==> src/include/dispatch_consts.svh <==
`ifndef DISPATCH_CONSTS_SVH
`define DISPATCH_CONSTS_SVH

// Lanes handled per dispatch bundle
`define DISPATCH_N 2

`define ARCH_REG_SZ 32
`define PHYS_REG_SZ 64

`define ROB_SZ 16
// Store queue depth is a power of two so that indices wrap naturally
`define LSQ_SZ 8

// Reservation station banks
`define RS_ALU_SZ 8
`define RS_MEM_SZ 4

`define XLEN 32

`endif

==> src/logic/dispatch_pkg.sv <==
`default_nettype none

`include "dispatch_consts.svh"

package dispatch_pkg;

    typedef logic [$clog2(`ARCH_REG_SZ)-1:0] arch_idx_t;
    typedef logic [$clog2(`PHYS_REG_SZ)-1:0] phys_tag_t;
    typedef logic [$clog2(`ROB_SZ)-1:0] rob_idx_t;
    typedef logic [$clog2(`LSQ_SZ)-1:0] sq_idx_t;

    // Free-slot count that holds 0 up to ROB_SZ
    typedef logic [$clog2(`ROB_SZ+1)-1:0] slot_cnt_t;

    // Number of lanes from 0 up to DISPATCH_N
    typedef logic [$clog2(`DISPATCH_N+1)-1:0] lane_cnt_t;

    typedef enum logic [2:0] {
        OP_ALU     = 3'd0,
        OP_LOAD_W  = 3'd1,
        OP_LOAD_B  = 3'd2,
        OP_STORE_W = 3'd3,
        OP_STORE_B = 3'd4,
        OP_JALR    = 3'd5
    } op_kind_t;

    typedef enum logic {
        BANK_ALU = 1'b0,
        BANK_MEM = 1'b1
    } rs_bank_t;

    // Store queue reference carried with a memory op
    // A store holds the slot it owns and a load holds the first slot younger than it
    typedef union packed {
        sq_idx_t own_slot;
        sq_idx_t older_bound;
    } sq_ref_u;

endpackage

`default_nettype wire

==> src/logic/alloc_stage.sv <==
`timescale 1ns/1ns
`default_nettype none

`include "dispatch_consts.svh"

module alloc_stage
    import dispatch_pkg::*;
(
    input  logic                                    clock,
    input  logic                                    rst_n,
    input  lane_cnt_t                               dispatch_count,
    input  logic      [`DISPATCH_N-1:0][`XLEN-1:0]  win_pc,
    input  arch_idx_t [`DISPATCH_N-1:0]             win_rd,
    input  logic      [`DISPATCH_N-1:0][`XLEN-1:0]  win_imm,
    input  logic      [`DISPATCH_N-1:0]             is_load,
    input  logic      [`DISPATCH_N-1:0]             is_store,
    input  rs_bank_t  [`DISPATCH_N-1:0]             lane_bank,
    input  phys_tag_t [`DISPATCH_N-1:0]             src1_tag,
    input  logic      [`DISPATCH_N-1:0]             src1_ready,
    input  phys_tag_t [`DISPATCH_N-1:0]             src2_tag,
    input  logic      [`DISPATCH_N-1:0]             src2_ready,
    input  phys_tag_t [`DISPATCH_N-1:0]             dest_tag,
    input  phys_tag_t [`DISPATCH_N-1:0]             prev_tag,
    input  rob_idx_t  [`DISPATCH_N-1:0]             rob_alloc_idxs,
    input  sq_idx_t   [`DISPATCH_N-1:0]             sq_alloc_idxs,
    input  sq_idx_t                                 sq_tail,
    input  logic                                    out_ready,
    output logic                                    alloc_ready,
    output logic                                    out_valid,
    output logic      [`DISPATCH_N-1:0]             out_lane_valid,
    output logic      [`DISPATCH_N-1:0][`XLEN-1:0]  out_pc,
    output arch_idx_t [`DISPATCH_N-1:0]             out_arch_rd,
    output phys_tag_t [`DISPATCH_N-1:0]             out_phys_rd,
    output phys_tag_t [`DISPATCH_N-1:0]             out_prev_phys,
    output phys_tag_t [`DISPATCH_N-1:0]             out_src1_tag,
    output logic      [`DISPATCH_N-1:0]             out_src1_ready,
    output phys_tag_t [`DISPATCH_N-1:0]             out_src2_tag,
    output logic      [`DISPATCH_N-1:0]             out_src2_ready,
    output logic      [`DISPATCH_N-1:0][`XLEN-1:0]  out_imm,
    output rob_idx_t  [`DISPATCH_N-1:0]             out_rob_idx,
    output rs_bank_t  [`DISPATCH_N-1:0]             out_bank,
    output logic      [`DISPATCH_N-1:0]             out_is_store,
    output sq_ref_u   [`DISPATCH_N-1:0]             out_sq_ref
);

    logic                   load;
    logic [`DISPATCH_N-1:0] lane_valid;
    sq_ref_u [`DISPATCH_N-1:0] lane_sq_ref;

    // Register empty or draining this cycle
    assign alloc_ready = !out_valid || out_ready;
    assign load        = (dispatch_count != '0) && alloc_ready;

    always_comb begin
        lane_cnt_t st_cnt;

        st_cnt = '0;
        for (int i = 0; i < `DISPATCH_N; i++) begin
            lane_valid[i]  = i < int'(dispatch_count);
            lane_sq_ref[i] = '0;

            // Store slots are handed out in store order rather than lane order
            if (is_store[i])
                lane_sq_ref[i].own_slot = sq_alloc_idxs[st_cnt];
            else if (is_load[i])
                lane_sq_ref[i].older_bound = sq_tail + sq_idx_t'(st_cnt);  // wraps at LSQ_SZ

            if (lane_valid[i] && is_store[i])
                st_cnt = st_cnt + lane_cnt_t'(1);
        end
    end

    always_ff @(posedge clock or negedge rst_n) begin
        if (!rst_n) begin
            out_valid      <= 1'b0;
            out_lane_valid <= '0;
        end else if (alloc_ready) begin
            out_valid      <= load;
            out_lane_valid <= load ? lane_valid : '0;
        end
    end

    always_ff @(posedge clock) begin
        if (load) begin
            out_pc         <= win_pc;
            out_arch_rd    <= win_rd;
            out_phys_rd    <= dest_tag;
            out_prev_phys  <= prev_tag;
            out_src1_tag   <= src1_tag;
            out_src1_ready <= src1_ready;
            out_src2_tag   <= src2_tag;
            out_src2_ready <= src2_ready;
            out_imm        <= win_imm;
            out_rob_idx    <= rob_alloc_idxs;
            out_bank       <= lane_bank;
            out_is_store   <= is_store;
            out_sq_ref     <= lane_sq_ref;
        end
    end

    // A stalled bundle must not change under the consumer
    assert property (@(posedge clock) disable iff (!rst_n)
        out_valid && !out_ready |=> out_valid && $stable(out_lane_valid)
            && $stable(out_phys_rd) && $stable(out_rob_idx) && $stable(out_sq_ref)
            && $stable(out_pc))
        else $error("output bundle changed while stalled");

endmodule

`default_nettype wire

==> src/logic/dispatch_limiter.sv <==
`timescale 1ns/1ns
`default_nettype none

`include "dispatch_consts.svh"

module dispatch_limiter
    import dispatch_pkg::*;
(
    input  lane_cnt_t                            window_valid_count,
    input  logic      [`DISPATCH_N-1:0]          win_uses_rd,
    input  logic      [`DISPATCH_N-1:0]          is_load,
    input  logic      [`DISPATCH_N-1:0]          is_store,
    input  rs_bank_t  [`DISPATCH_N-1:0]          lane_bank,
    input  slot_cnt_t                            rob_free,
    input  logic      [$clog2(`PHYS_REG_SZ+1)-1:0] freelist_free,
    input  slot_cnt_t                            sq_free,
    input  slot_cnt_t                            rs_alu_free,
    input  slot_cnt_t                            rs_mem_free,
    input  logic                                 sq_has_pending_store,
    input  logic                                 alloc_ready,
    output lane_cnt_t                            dispatch_count
);

    always_comb begin
        lane_cnt_t count;
        slot_cnt_t rob_used;
        slot_cnt_t fl_used;
        slot_cnt_t sq_used;
        slot_cnt_t alu_used;
        slot_cnt_t mem_used;
        logic      stop;
        logic      store_seen;
        logic      lane_ok;

        count      = '0;
        rob_used   = '0;
        fl_used    = '0;
        sq_used    = '0;
        alu_used   = '0;
        mem_used   = '0;
        stop       = 1'b0;
        store_seen = 1'b0;

        for (int i = 0; i < `DISPATCH_N; i++) begin
            lane_ok = !stop && (i < int'(window_valid_count));

            // Loads wait until every older store has left the queue
            if (is_load[i] && (sq_has_pending_store || store_seen))
                lane_ok = 1'b0;
            if (rob_used >= rob_free)
                lane_ok = 1'b0;
            if (win_uses_rd[i] && (fl_used >= freelist_free))
                lane_ok = 1'b0;
            if (is_store[i] && (sq_used >= sq_free))
                lane_ok = 1'b0;
            if (lane_bank[i] == BANK_ALU ? (alu_used >= rs_alu_free) : (mem_used >= rs_mem_free))
                lane_ok = 1'b0;

            if (lane_ok) begin
                count    = count + lane_cnt_t'(1);
                rob_used = rob_used + slot_cnt_t'(1);
                if (win_uses_rd[i])
                    fl_used = fl_used + slot_cnt_t'(1);
                if (is_store[i]) begin
                    sq_used    = sq_used + slot_cnt_t'(1);
                    store_seen = 1'b1;
                end
                if (lane_bank[i] == BANK_ALU)
                    alu_used = alu_used + slot_cnt_t'(1);
                else
                    mem_used = mem_used + slot_cnt_t'(1);
            end else begin
                // In-order dispatch stops at the first blocked lane
                stop = 1'b1;
            end
        end

        dispatch_count = alloc_ready ? count : '0;
    end

    always_comb begin
        assert final (dispatch_count <= window_valid_count)
            else $error("dispatch_count %0d above window count %0d",
                        dispatch_count, window_valid_count);
    end

endmodule

`default_nettype wire

==> src/logic/dispatch_top.sv <==
`timescale 1ns/1ns
`default_nettype none

`include "dispatch_consts.svh"

module dispatch_top
    import dispatch_pkg::*;
(
    input  logic                                     clock,
    input  logic                                     rst_n,

    // Dispatch window
    input  arch_idx_t [`DISPATCH_N-1:0]              win_rs1,
    input  arch_idx_t [`DISPATCH_N-1:0]              win_rs2,
    input  arch_idx_t [`DISPATCH_N-1:0]              win_rd,
    input  logic      [`DISPATCH_N-1:0]              win_uses_rd,
    input  op_kind_t  [`DISPATCH_N-1:0]              win_op,
    input  logic      [`DISPATCH_N-1:0]              win_opb_rs2,
    input  logic      [`DISPATCH_N-1:0][`XLEN-1:0]   win_imm,
    input  logic      [`DISPATCH_N-1:0][`XLEN-1:0]   win_pc,
    input  lane_cnt_t                                window_valid_count,
    output lane_cnt_t                                dispatch_count,

    // Structural resources
    input  slot_cnt_t                                rob_free,
    input  logic      [$clog2(`PHYS_REG_SZ+1)-1:0]   freelist_free,
    input  slot_cnt_t                                sq_free,
    input  slot_cnt_t                                rs_alu_free,
    input  slot_cnt_t                                rs_mem_free,
    input  logic                                     sq_has_pending_store,
    input  rob_idx_t  [`DISPATCH_N-1:0]              rob_alloc_idxs,
    input  sq_idx_t   [`DISPATCH_N-1:0]              sq_alloc_idxs,
    input  sq_idx_t                                  sq_tail,

    // Map table
    output arch_idx_t [`DISPATCH_N-1:0]              map_rs1_addr,
    output arch_idx_t [`DISPATCH_N-1:0]              map_rs2_addr,
    output arch_idx_t [`DISPATCH_N-1:0]              map_rd_addr,
    input  phys_tag_t [`DISPATCH_N-1:0]              map_rs1_tag,
    input  logic      [`DISPATCH_N-1:0]              map_rs1_ready,
    input  phys_tag_t [`DISPATCH_N-1:0]              map_rs2_tag,
    input  logic      [`DISPATCH_N-1:0]              map_rs2_ready,
    input  phys_tag_t [`DISPATCH_N-1:0]              map_rd_tag,
    output logic      [`DISPATCH_N-1:0]              map_wr_valid,
    output arch_idx_t [`DISPATCH_N-1:0]              map_wr_addr,
    output phys_tag_t [`DISPATCH_N-1:0]              map_wr_tag,

    // Free list
    input  logic      [`DISPATCH_N-1:0][`PHYS_REG_SZ-1:0] granted_regs,
    output logic      [`DISPATCH_N-1:0]              free_alloc_valid,

    // Allocation bundle toward ROB and reservation stations
    input  logic                                     out_ready,
    output logic                                     out_valid,
    output logic      [`DISPATCH_N-1:0]              out_lane_valid,
    output logic      [`DISPATCH_N-1:0][`XLEN-1:0]   out_pc,
    output arch_idx_t [`DISPATCH_N-1:0]              out_arch_rd,
    output phys_tag_t [`DISPATCH_N-1:0]              out_phys_rd,
    output phys_tag_t [`DISPATCH_N-1:0]              out_prev_phys,
    output phys_tag_t [`DISPATCH_N-1:0]              out_src1_tag,
    output logic      [`DISPATCH_N-1:0]              out_src1_ready,
    output phys_tag_t [`DISPATCH_N-1:0]              out_src2_tag,
    output logic      [`DISPATCH_N-1:0]              out_src2_ready,
    output logic      [`DISPATCH_N-1:0][`XLEN-1:0]   out_imm,
    output rob_idx_t  [`DISPATCH_N-1:0]              out_rob_idx,
    output rs_bank_t  [`DISPATCH_N-1:0]              out_bank,
    output logic      [`DISPATCH_N-1:0]              out_is_store,
    output sq_ref_u   [`DISPATCH_N-1:0]              out_sq_ref
);

    logic      [`DISPATCH_N-1:0] is_load;
    logic      [`DISPATCH_N-1:0] is_store;
    rs_bank_t  [`DISPATCH_N-1:0] lane_bank;
    logic      [`DISPATCH_N-1:0] needs_rs2;
    logic                        alloc_ready;
    phys_tag_t [`DISPATCH_N-1:0] src1_tag;
    logic      [`DISPATCH_N-1:0] src1_ready;
    phys_tag_t [`DISPATCH_N-1:0] src2_tag;
    logic      [`DISPATCH_N-1:0] src2_ready;
    phys_tag_t [`DISPATCH_N-1:0] dest_tag;
    phys_tag_t [`DISPATCH_N-1:0] prev_tag;

    op_classify u_classify (.*);

    dispatch_limiter u_limiter (.*);

    rename_forward u_rename (.*);

    alloc_stage u_alloc (.*);

endmodule

`default_nettype wire

==> src/logic/op_classify.sv <==
`timescale 1ns/1ns
`default_nettype none

`include "dispatch_consts.svh"

module op_classify
    import dispatch_pkg::*;
(
    input  op_kind_t [`DISPATCH_N-1:0] win_op,
    input  logic     [`DISPATCH_N-1:0] win_opb_rs2,
    output logic     [`DISPATCH_N-1:0] is_load,
    output logic     [`DISPATCH_N-1:0] is_store,
    output rs_bank_t [`DISPATCH_N-1:0] lane_bank,
    output logic     [`DISPATCH_N-1:0] needs_rs2
);

    always_comb begin
        for (int i = 0; i < `DISPATCH_N; i++) begin
            is_load[i]  = (win_op[i] == OP_LOAD_W) || (win_op[i] == OP_LOAD_B);
            is_store[i] = (win_op[i] == OP_STORE_W) || (win_op[i] == OP_STORE_B);

            // Memory ops share one bank and the jump goes with the ALU ops
            lane_bank[i] = (is_load[i] || is_store[i]) ? BANK_MEM : BANK_ALU;

            // A store reads its data through rs2
            needs_rs2[i] = win_opb_rs2[i] || is_store[i];
        end
    end

endmodule

`default_nettype wire

==> src/logic/rename_forward.sv <==
`timescale 1ns/1ns
`default_nettype none

`include "dispatch_consts.svh"

module rename_forward
    import dispatch_pkg::*;
(
    input  lane_cnt_t                                    dispatch_count,
    input  arch_idx_t [`DISPATCH_N-1:0]                  win_rs1,
    input  arch_idx_t [`DISPATCH_N-1:0]                  win_rs2,
    input  arch_idx_t [`DISPATCH_N-1:0]                  win_rd,
    input  logic      [`DISPATCH_N-1:0]                  win_uses_rd,
    input  logic      [`DISPATCH_N-1:0]                  needs_rs2,
    input  phys_tag_t [`DISPATCH_N-1:0]                  map_rs1_tag,
    input  logic      [`DISPATCH_N-1:0]                  map_rs1_ready,
    input  phys_tag_t [`DISPATCH_N-1:0]                  map_rs2_tag,
    input  logic      [`DISPATCH_N-1:0]                  map_rs2_ready,
    input  phys_tag_t [`DISPATCH_N-1:0]                  map_rd_tag,
    input  logic      [`DISPATCH_N-1:0][`PHYS_REG_SZ-1:0] granted_regs,
    output arch_idx_t [`DISPATCH_N-1:0]                  map_rs1_addr,
    output arch_idx_t [`DISPATCH_N-1:0]                  map_rs2_addr,
    output arch_idx_t [`DISPATCH_N-1:0]                  map_rd_addr,
    output logic      [`DISPATCH_N-1:0]                  map_wr_valid,
    output arch_idx_t [`DISPATCH_N-1:0]                  map_wr_addr,
    output phys_tag_t [`DISPATCH_N-1:0]                  map_wr_tag,
    output logic      [`DISPATCH_N-1:0]                  free_alloc_valid,
    output phys_tag_t [`DISPATCH_N-1:0]                  src1_tag,
    output logic      [`DISPATCH_N-1:0]                  src1_ready,
    output phys_tag_t [`DISPATCH_N-1:0]                  src2_tag,
    output logic      [`DISPATCH_N-1:0]                  src2_ready,
    output phys_tag_t [`DISPATCH_N-1:0]                  dest_tag,
    output phys_tag_t [`DISPATCH_N-1:0]                  prev_tag
);

    assign map_rs1_addr = win_rs1;
    assign map_rs2_addr = win_rs2;
    assign map_rd_addr  = win_rd;

    always_comb begin
        for (int i = 0; i < `DISPATCH_N; i++) begin
            // One-hot grant to tag as the OR of the set bit positions
            dest_tag[i] = '0;
            for (int k = 0; k < `PHYS_REG_SZ; k++) begin
                if (granted_regs[i][k])
                    dest_tag[i] = dest_tag[i] | phys_tag_t'(k);
            end

            src1_tag[i]   = map_rs1_tag[i];
            src1_ready[i] = map_rs1_ready[i];
            src2_tag[i]   = map_rs2_tag[i];
            src2_ready[i] = map_rs2_ready[i] || !needs_rs2[i];
            prev_tag[i]   = map_rd_tag[i];

            // Older lanes in the bundle are not in the map table yet
            // The youngest older writer wins since later lanes overwrite
            for (int j = 0; j < i; j++) begin
                if ((j < int'(dispatch_count)) && win_uses_rd[j]) begin
                    if (win_rd[j] == win_rs1[i]) begin
                        src1_tag[i]   = dest_tag[j];
                        src1_ready[i] = 1'b0;
                    end
                    if (needs_rs2[i] && (win_rd[j] == win_rs2[i])) begin
                        src2_tag[i]   = dest_tag[j];
                        src2_ready[i] = 1'b0;
                    end
                    // Same rd twice in one bundle frees the older lane's tag
                    if (win_rd[j] == win_rd[i])
                        prev_tag[i] = dest_tag[j];
                end
            end

            map_wr_valid[i]     = (i < int'(dispatch_count)) && win_uses_rd[i];
            map_wr_addr[i]      = win_rd[i];
            map_wr_tag[i]       = dest_tag[i];
            free_alloc_valid[i] = map_wr_valid[i];
        end
    end

    always_comb begin
        for (int i = 0; i < `DISPATCH_N; i++) begin
            assert final (!free_alloc_valid[i] || $onehot(granted_regs[i]))
                else $error("lane %0d grant is not one-hot", i);
        end
    end

endmodule

`default_nettype wire

==> config.mk <==
export PLATFORM = sky130hd
export DESIGN_NAME = dispatch_top
export DESIGN_NICKNAME = d
export VERILOG_FILES = /design/src/logic/dispatch_pkg.sv /design/src/logic/alloc_stage.sv /design/src/logic/dispatch_limiter.sv /design/src/logic/dispatch_top.sv /design/src/logic/op_classify.sv /design/src/logic/rename_forward.sv
export VERILOG_INCLUDE_DIRS = /design/src /design/src/include
export SDC_FILE = /design/constraint.sdc
export NUM_CORES = 1
export LEC_CHECK = 0
export ABC_AREA = 1
export BUFFER_PORTS_ARGS = -buffer_cell sky130_fd_sc_hd__buf_2
export CAP_MARGIN = 20
export CORE_AREA = 5 5 248 250
export CTS_CLUSTER_DIAMETER = 150
export CTS_CLUSTER_SIZE = 8
export DETAILED_ROUTE_END_ITERATION = 16
export DIE_AREA = 0 0 253 255
export PLACE_DENSITY = 0.42
export SKIP_CTS_REPAIR_TIMING = 1
export SLEW_MARGIN = 30
export SYNTH_ARGS = -nofsm -noshare
export SYNTH_HDL_FRONTEND = slang
export SYNTH_SLANG_ARGS = --single-unit
==> constraint.sdc <==
create_clock -name clock -period 17.2 [get_ports clock]
set_input_delay 5.16 -clock clock [delete_from_list [all_inputs] [get_ports clock]]
set_output_delay 5.16 -clock clock [all_outputs]
set_load 0.02 [all_outputs]
Yosys cells after proc, flatten, opt, wreduce, memory -nomap -nowiden. Index checks and enable logic that the tools add are counted. W data, S select, Z words.

Register bits after elaboration: 211. Input port bits: 386.

$add $sub $neg: 2. Magnitude comparators: 15. Eq/ne operators: 11. Mux-type cells: 184. Reductions and logical operators: 28.

Operators with widths (count): $mux W6 (73); $mux W5 (40); $mux W4 (16); $mux W3 (16); $mux W1 (32); $ge A1 B5 Y1 const A (4); $eq A5 B5 Y1 (3); $ge A5 B5 Y1 (3); $mux W2 (7); $eq A3 B2 Y1 const B (4); $logic_and A1 B1 Y1 (12); $logic_or A1 B1 Y1 (12); $lt A1 B2 Y1 const A (4); $ge A1 B7 Y1 const A (1); $ge A5 B7 Y1 (1); $eq A3 B1 Y1 const B (2); $eq A3 B3 Y1 const B (2); $ge A1 B5 Y1 (1); $add A3 B1 Y3 (1); $logic_not A1 Y1 (3); $add A1 B1 Y2 const B (1); $lt A1 B2 Y1 const B (1); $reduce_bool A2 Y1 (1).

Longest topological paths before layout.
Word-level depth: 66. Depth in mapped cells: 28.

By module. From an unflattened synthesis, not the netlist that was laid out.

Cells, all modules: 851. Area, all modules: 9349.0 µm².

By module, submodules not included: alloc_stage (instances 1, cells each 258, area each 6568.8 µm²); rename_forward (instances 1, cells each 490, area each 2265.9 µm²); dispatch_limiter (instances 1, cells each 75, area each 404.1 µm²); op_classify (instances 1, cells each 28, area each 110.1 µm²).

Worst setup path after synthesis. OpenSTA, ideal clock, no wires.

Path kind: input to output. From: input win_op[1] (netlist name). To: output map_wr_valid[0]. Arrival: 11.319 ns. Slack: 0.721 ns. Stages: 23. Cell sequence: nor2_2 > nand2_1 > nand2_4 > nor2_2 > nand2_1 > nand2_1 > and2_4 > buf_6 > inv_1 > ha_1 > o211ai_1 > nand2_1 > inv_1 > nand3_1 > nor2_1 > nand2_4 > a21oi_2 > ha_1 > inv_1 > a21oi_4 > and2_1 > buf_2 > buf_4.

Elaborated cells on any way between the ends: 52.

RTL lines: from (decl) (RTL line dispatch_top.sv:17) `` input op_kind_t [`DISPATCH_N-1:0] win_op, ``; $eq A3 B2 Y1 / $eq A3 B3 Y1 (equally long branches) (RTL line op_classify.sv:20) `is_store[i] = (win_op[i] == OP_STORE_W) || (win_op[i] == OP_STORE_B);`; $logic_or A1 B1 Y1 (*) (RTL line op_classify.sv:20); via is_store[0] (RTL line dispatch_top.sv:72) `` logic [`DISPATCH_N-1:0] is_store; ``; branches (longest 12 deep; another with $ge A5 B7 Y1); $mux W2 (*) (RTL line dispatch_limiter.sv:59) `if (lane_ok) begin`; $mux W2 (*) (RTL line dispatch_limiter.sv:78) `dispatch_count = alloc_ready ? count : '0;`; $lt A1 B2 Y1 (*) (RTL line rename_forward.sv:73) `map_wr_valid[i] = (i < int'(dispatch_count)) && win_uses_rd[i];`; $logic_and A1 B1 Y1 (*) (RTL line rename_forward.sv:73); to (decl) (RTL line dispatch_top.sv:44) `` output logic [`DISPATCH_N-1:0] map_wr_valid, ``.

Mark *: on every way through the listed nets, which the timed path passes. The select of a mux whose other input is x is not followed.

Worst setup path in the final report.
From: input win_op[2] (netlist name). To: output free_alloc_valid[0].

Cells in the longest elaborated chain, start to end: 20. Elaborated cells on any way between the ends: 52.

RTL lines: branches (longest 16 deep; another with $ge A5 B7 Y1); $mux W2 (*) (RTL line dispatch_limiter.sv:59); $mux W2 (*) (RTL line dispatch_limiter.sv:78); $lt A1 B2 Y1 (*) (RTL line rename_forward.sv:73); $logic_and A1 B1 Y1 (*) (RTL line rename_forward.sv:73); to (decl) (RTL line dispatch_top.sv:50) `` output logic [`DISPATCH_N-1:0] free_alloc_valid, ``.

Every way passes the cells marked *. The select of a mux whose other input is x is not followed.

==> impl_results.md <==
* Status: completed
* CP Class: input port to output pin
* Distinct cell type count after synthesis at 38
* Number of global-route vias before repair at roughly 7700
* Post-synth top area cell: edfxtp_1
* GPL Wtd Cong at 0.877
* Fmax at between 0.07 and 0.08 GHz
* Nets@finish at between 1500 and 2000
* Slowest stage cell, crit path: a21oi_4
* Global-route track usage on met1 at 12.5%
* Drt pass-1 iters at 4
* Drt wl/cell at roughly 18 µm
* Multi-input gate area at between 1500 and 2000 µm²
* EDFF count, synth at approximately 210
* GR peak layer: met2
* First-pass GRT wire length at 51300 µm
* Layout cell share with drive strength beyond 1 at between 50% and 60%
* Clk_skew at around 0.016 ns
* Final wirelength at 38000 µm
* Seq/Total Area, Yosys at between 70% and 80%
* Clock root cell: clkbuf_16
* Leak at between 5 and 6 nW
* VDD IR max at between 0.00006 and 0.00007 V
* Core area at just under 60000 µm²
* Fill cells at 6435
* RSZ-0062 raised after global routing: no
* Initial Util at around 15%
* Slew Limit Fails at 0
* CP arrival at between 8 and 9 ns
* # port buffers at approximately 630
* Most frequent cells in the layout: buf_2, edfxtp_1, nand2_1, nor2_1, inv_1
* CTS tree: done
* Crit path buf inv count at 6
* CP Max Fanout at 22
* HP Class: flop to flop
* Die width at ~250 µm
* Critical Path End Type: output pin
* Worst slack, placed at around 3.0 ns
* Total CTS buffers at 30
* Most common cell after layout, fill and taps aside: buf_2
* Pin count of the biggest net entering global routing at between 70 and 80
* Top_reg_cell synth: edfxtp_1
* Pwr Density at approximately 120 nW/µm²
* Final setup viols at 0
* Detailed placement HPWL at between 30000 and 40000 µm
* H-tree depth at 1
* Reg2reg setup slack at approximately 14 ns
* FFs w/ async S/R, synth at less than 1%
* Synth area leaders: edfxtp_1, nand2_1, buf_4
* Number of synthesized register bits at between 200 and 250
* CP delay by family, top: simple AND/OR/NAND/NOR gates
* Max Cap Viol at 0
* Register area at about 6300 µm²
* GR Util met3 at under 10%
* YS warnings at 0
* Via total after detailed routing at between 7000 and 8000
* Drt via density at 3.56
* Mapped Cells at about 650
* GRT Residual Overflow at 0
* Final hold vios at 0
* Crit path cell chain: buf_2 -> inv_1 -> nand2_2 -> nor2_2 -> nor2_2 -> nand2_1 -> nand2_1 -> and2_4 -> inv_1 -> ha_1 -> o211ai_1 -> nand2_1 -> inv_1 -> nand3_1 -> nor2_1 -> nand2_4 -> a21oi_2 -> ha_1 -> inv_1 -> a21oi_4 -> and2_1 -> buf_2
* Setup TNS at 0 ns
* Die Height at around 260 µm
* Total track usage at 10.7%
* Post-detailed-route count of antenna-violating nets at 0
* Net Count, Synth at between 1000 and 1500
* Most used cell, CP: inv_1
* Synth-to-Final Area Change at 55.2%
* Clk_lat worst skew at between 0.5 and 0.6 ns
* Crit path largest cell delay at 0.68 ns
* Synthesized cell area at ~8600 µm²
* Initial antenna violation count at 5
* WP data required at ~12 ns
* Mapped Avg Cell Area at between 10 and 15 µm²
* Post-route clock period utilization at between 80% and 90%
* Slew HR at about 38%
* # DRC at 0
* Fin crit period at 14.10 ns
* Worst hold slack at ~0.54 ns
* Clock Sinks at 210
* Measured slew at the worst slew-check pin at roughly 0.94 ns
* Bufs on Longest Clock Path at 3
* Setup ws final at roughly 3.1 ns
* DRT iter0 DRCs at 324
* Met2 Use GR at 19.2%
* Boundary pin count at approximately 660
* Top cell type's share of synthesized area at around 73%
* Reg clk slew, reported paths at approximately 0.060 ns
* Total Die Area at 64500 µm²
* CP Launch Type: input port
* Cell Rows at 89
[power breakdown]
| group | total (mW) | leakage (nW) | internal (mW) | switching (mW) |
|---|---|---|---|---|
| Combinational | 0.354 | 3.41 | 0.103 | 0.251 |
| Clock | 0.555 | 0.414 | 0.327 | 0.228 |
| Sequential | 0.694 | 1.99 | 0.675 | 0.0196 |
[worst paths after layout]
| kind | startpoint | end | depth (start not counted) |
|---|---|---|---|
| worst max-delay path | win_op[2] | free_alloc_valid[0] | 22 |
| worst min-delay path | u_alloc.out_lane_valid[1] | u_alloc.out_lane_valid[1] | 2 |
| worst max register to register | u_alloc.out_lane_valid[0] | u_alloc.out_rob_idx[7] | 5 |
| worst min register to register | u_alloc.out_lane_valid[1] | u_alloc.out_lane_valid[1] | 2 |
| max in group asynchronous | rst_n | u_alloc.out_lane_valid[0] | 1 |
| min in group asynchronous | rst_n | u_alloc.out_lane_valid[1] | 1 |
[synthesized netlist by cell type (4+ instances only)]
cell      count
a21oi_1       5
buf_4        43
nand3_1      18
ha_1          8
nand2_1     123
or2_2        11
xnor2_1      10
edfxtp_1    208
nor2_2        4
nand4_1      10
nor3_1       11
nor2_1       76
inv_1        49
o21ai_0       7
nor4_1       27
xor2_1        4
[area by class of cell]
class	count	area share (%)
sequential	210	47.4
timing repair buffer	637	24.2
multi-input combinational	338	13.0
tap	773	7.28
clock buffer	54	6.33
inverter	52	1.49
clock inverter	2	0.292
antenna	3	0.0565
[per-layer routing]
metal | part of all wire (%) | up-vias
li1 | - | 3485
met1 | 38 | 3434
met2 | 50 | 363
met3 | 8.3 | 73
met4 | 3.0 | 2
met5 | 0.034 | -
[stage by stage]
step           instances  total power [mW]  cell area, µm²  utilization (%)
2_1_floorplan        645             0.908            8560                -
3_3_place_gp        2009              1.07           12400             21.1
3_5_place_dp        2010              1.07           12400             21.1
4_1_cts             2066              1.64           13300             22.6
5_1_grt             2067              1.69           13300             22.6
6_report            2069              1.60           13300             22.6
[worst min-delay path, stage by stage (launching register included)]
cell and delay, ns:
dfrtp_1 0.38, nand2_1 0.06, nand2_1 0.06
[cell families (layout without fill, tap and decap cells)]
kind of cell / Yosys count / count (layout) / share of synthesized area, %
buffers and inverters: 97 / 745 / 6.27
other: 0 / 3 / 0
xor gates and xnor gates: 14 / 14 / 1.43
AOI/OAI and AO/OA: 22 / 22 / 1.64
DFF: 210 / 210 / 73.5
adders and majority gates: 8 / 8 / 1.17
and+or+nand+nor: 294 / 294 / 16.0
[flip-flops by register name, summed over array words and instances, names as in the netlist]
signal,cells
u_alloc.out_imm,64
u_alloc.out_pc,64
u_alloc.out_phys_rd,12
u_alloc.out_prev_phys,12
u_alloc.out_src1_tag,12
u_alloc.out_src2_tag,12
u_alloc.out_arch_rd,10
u_alloc.out_rob_idx,8
u_alloc.out_sq_ref,6
u_alloc.out_bank,2
u_alloc.out_is_store,2
u_alloc.out_lane_valid,2
u_alloc.out_src1_ready,2
u_alloc.out_src2_ready,2
No activity file was read; power rests on OpenSTA's default activity.
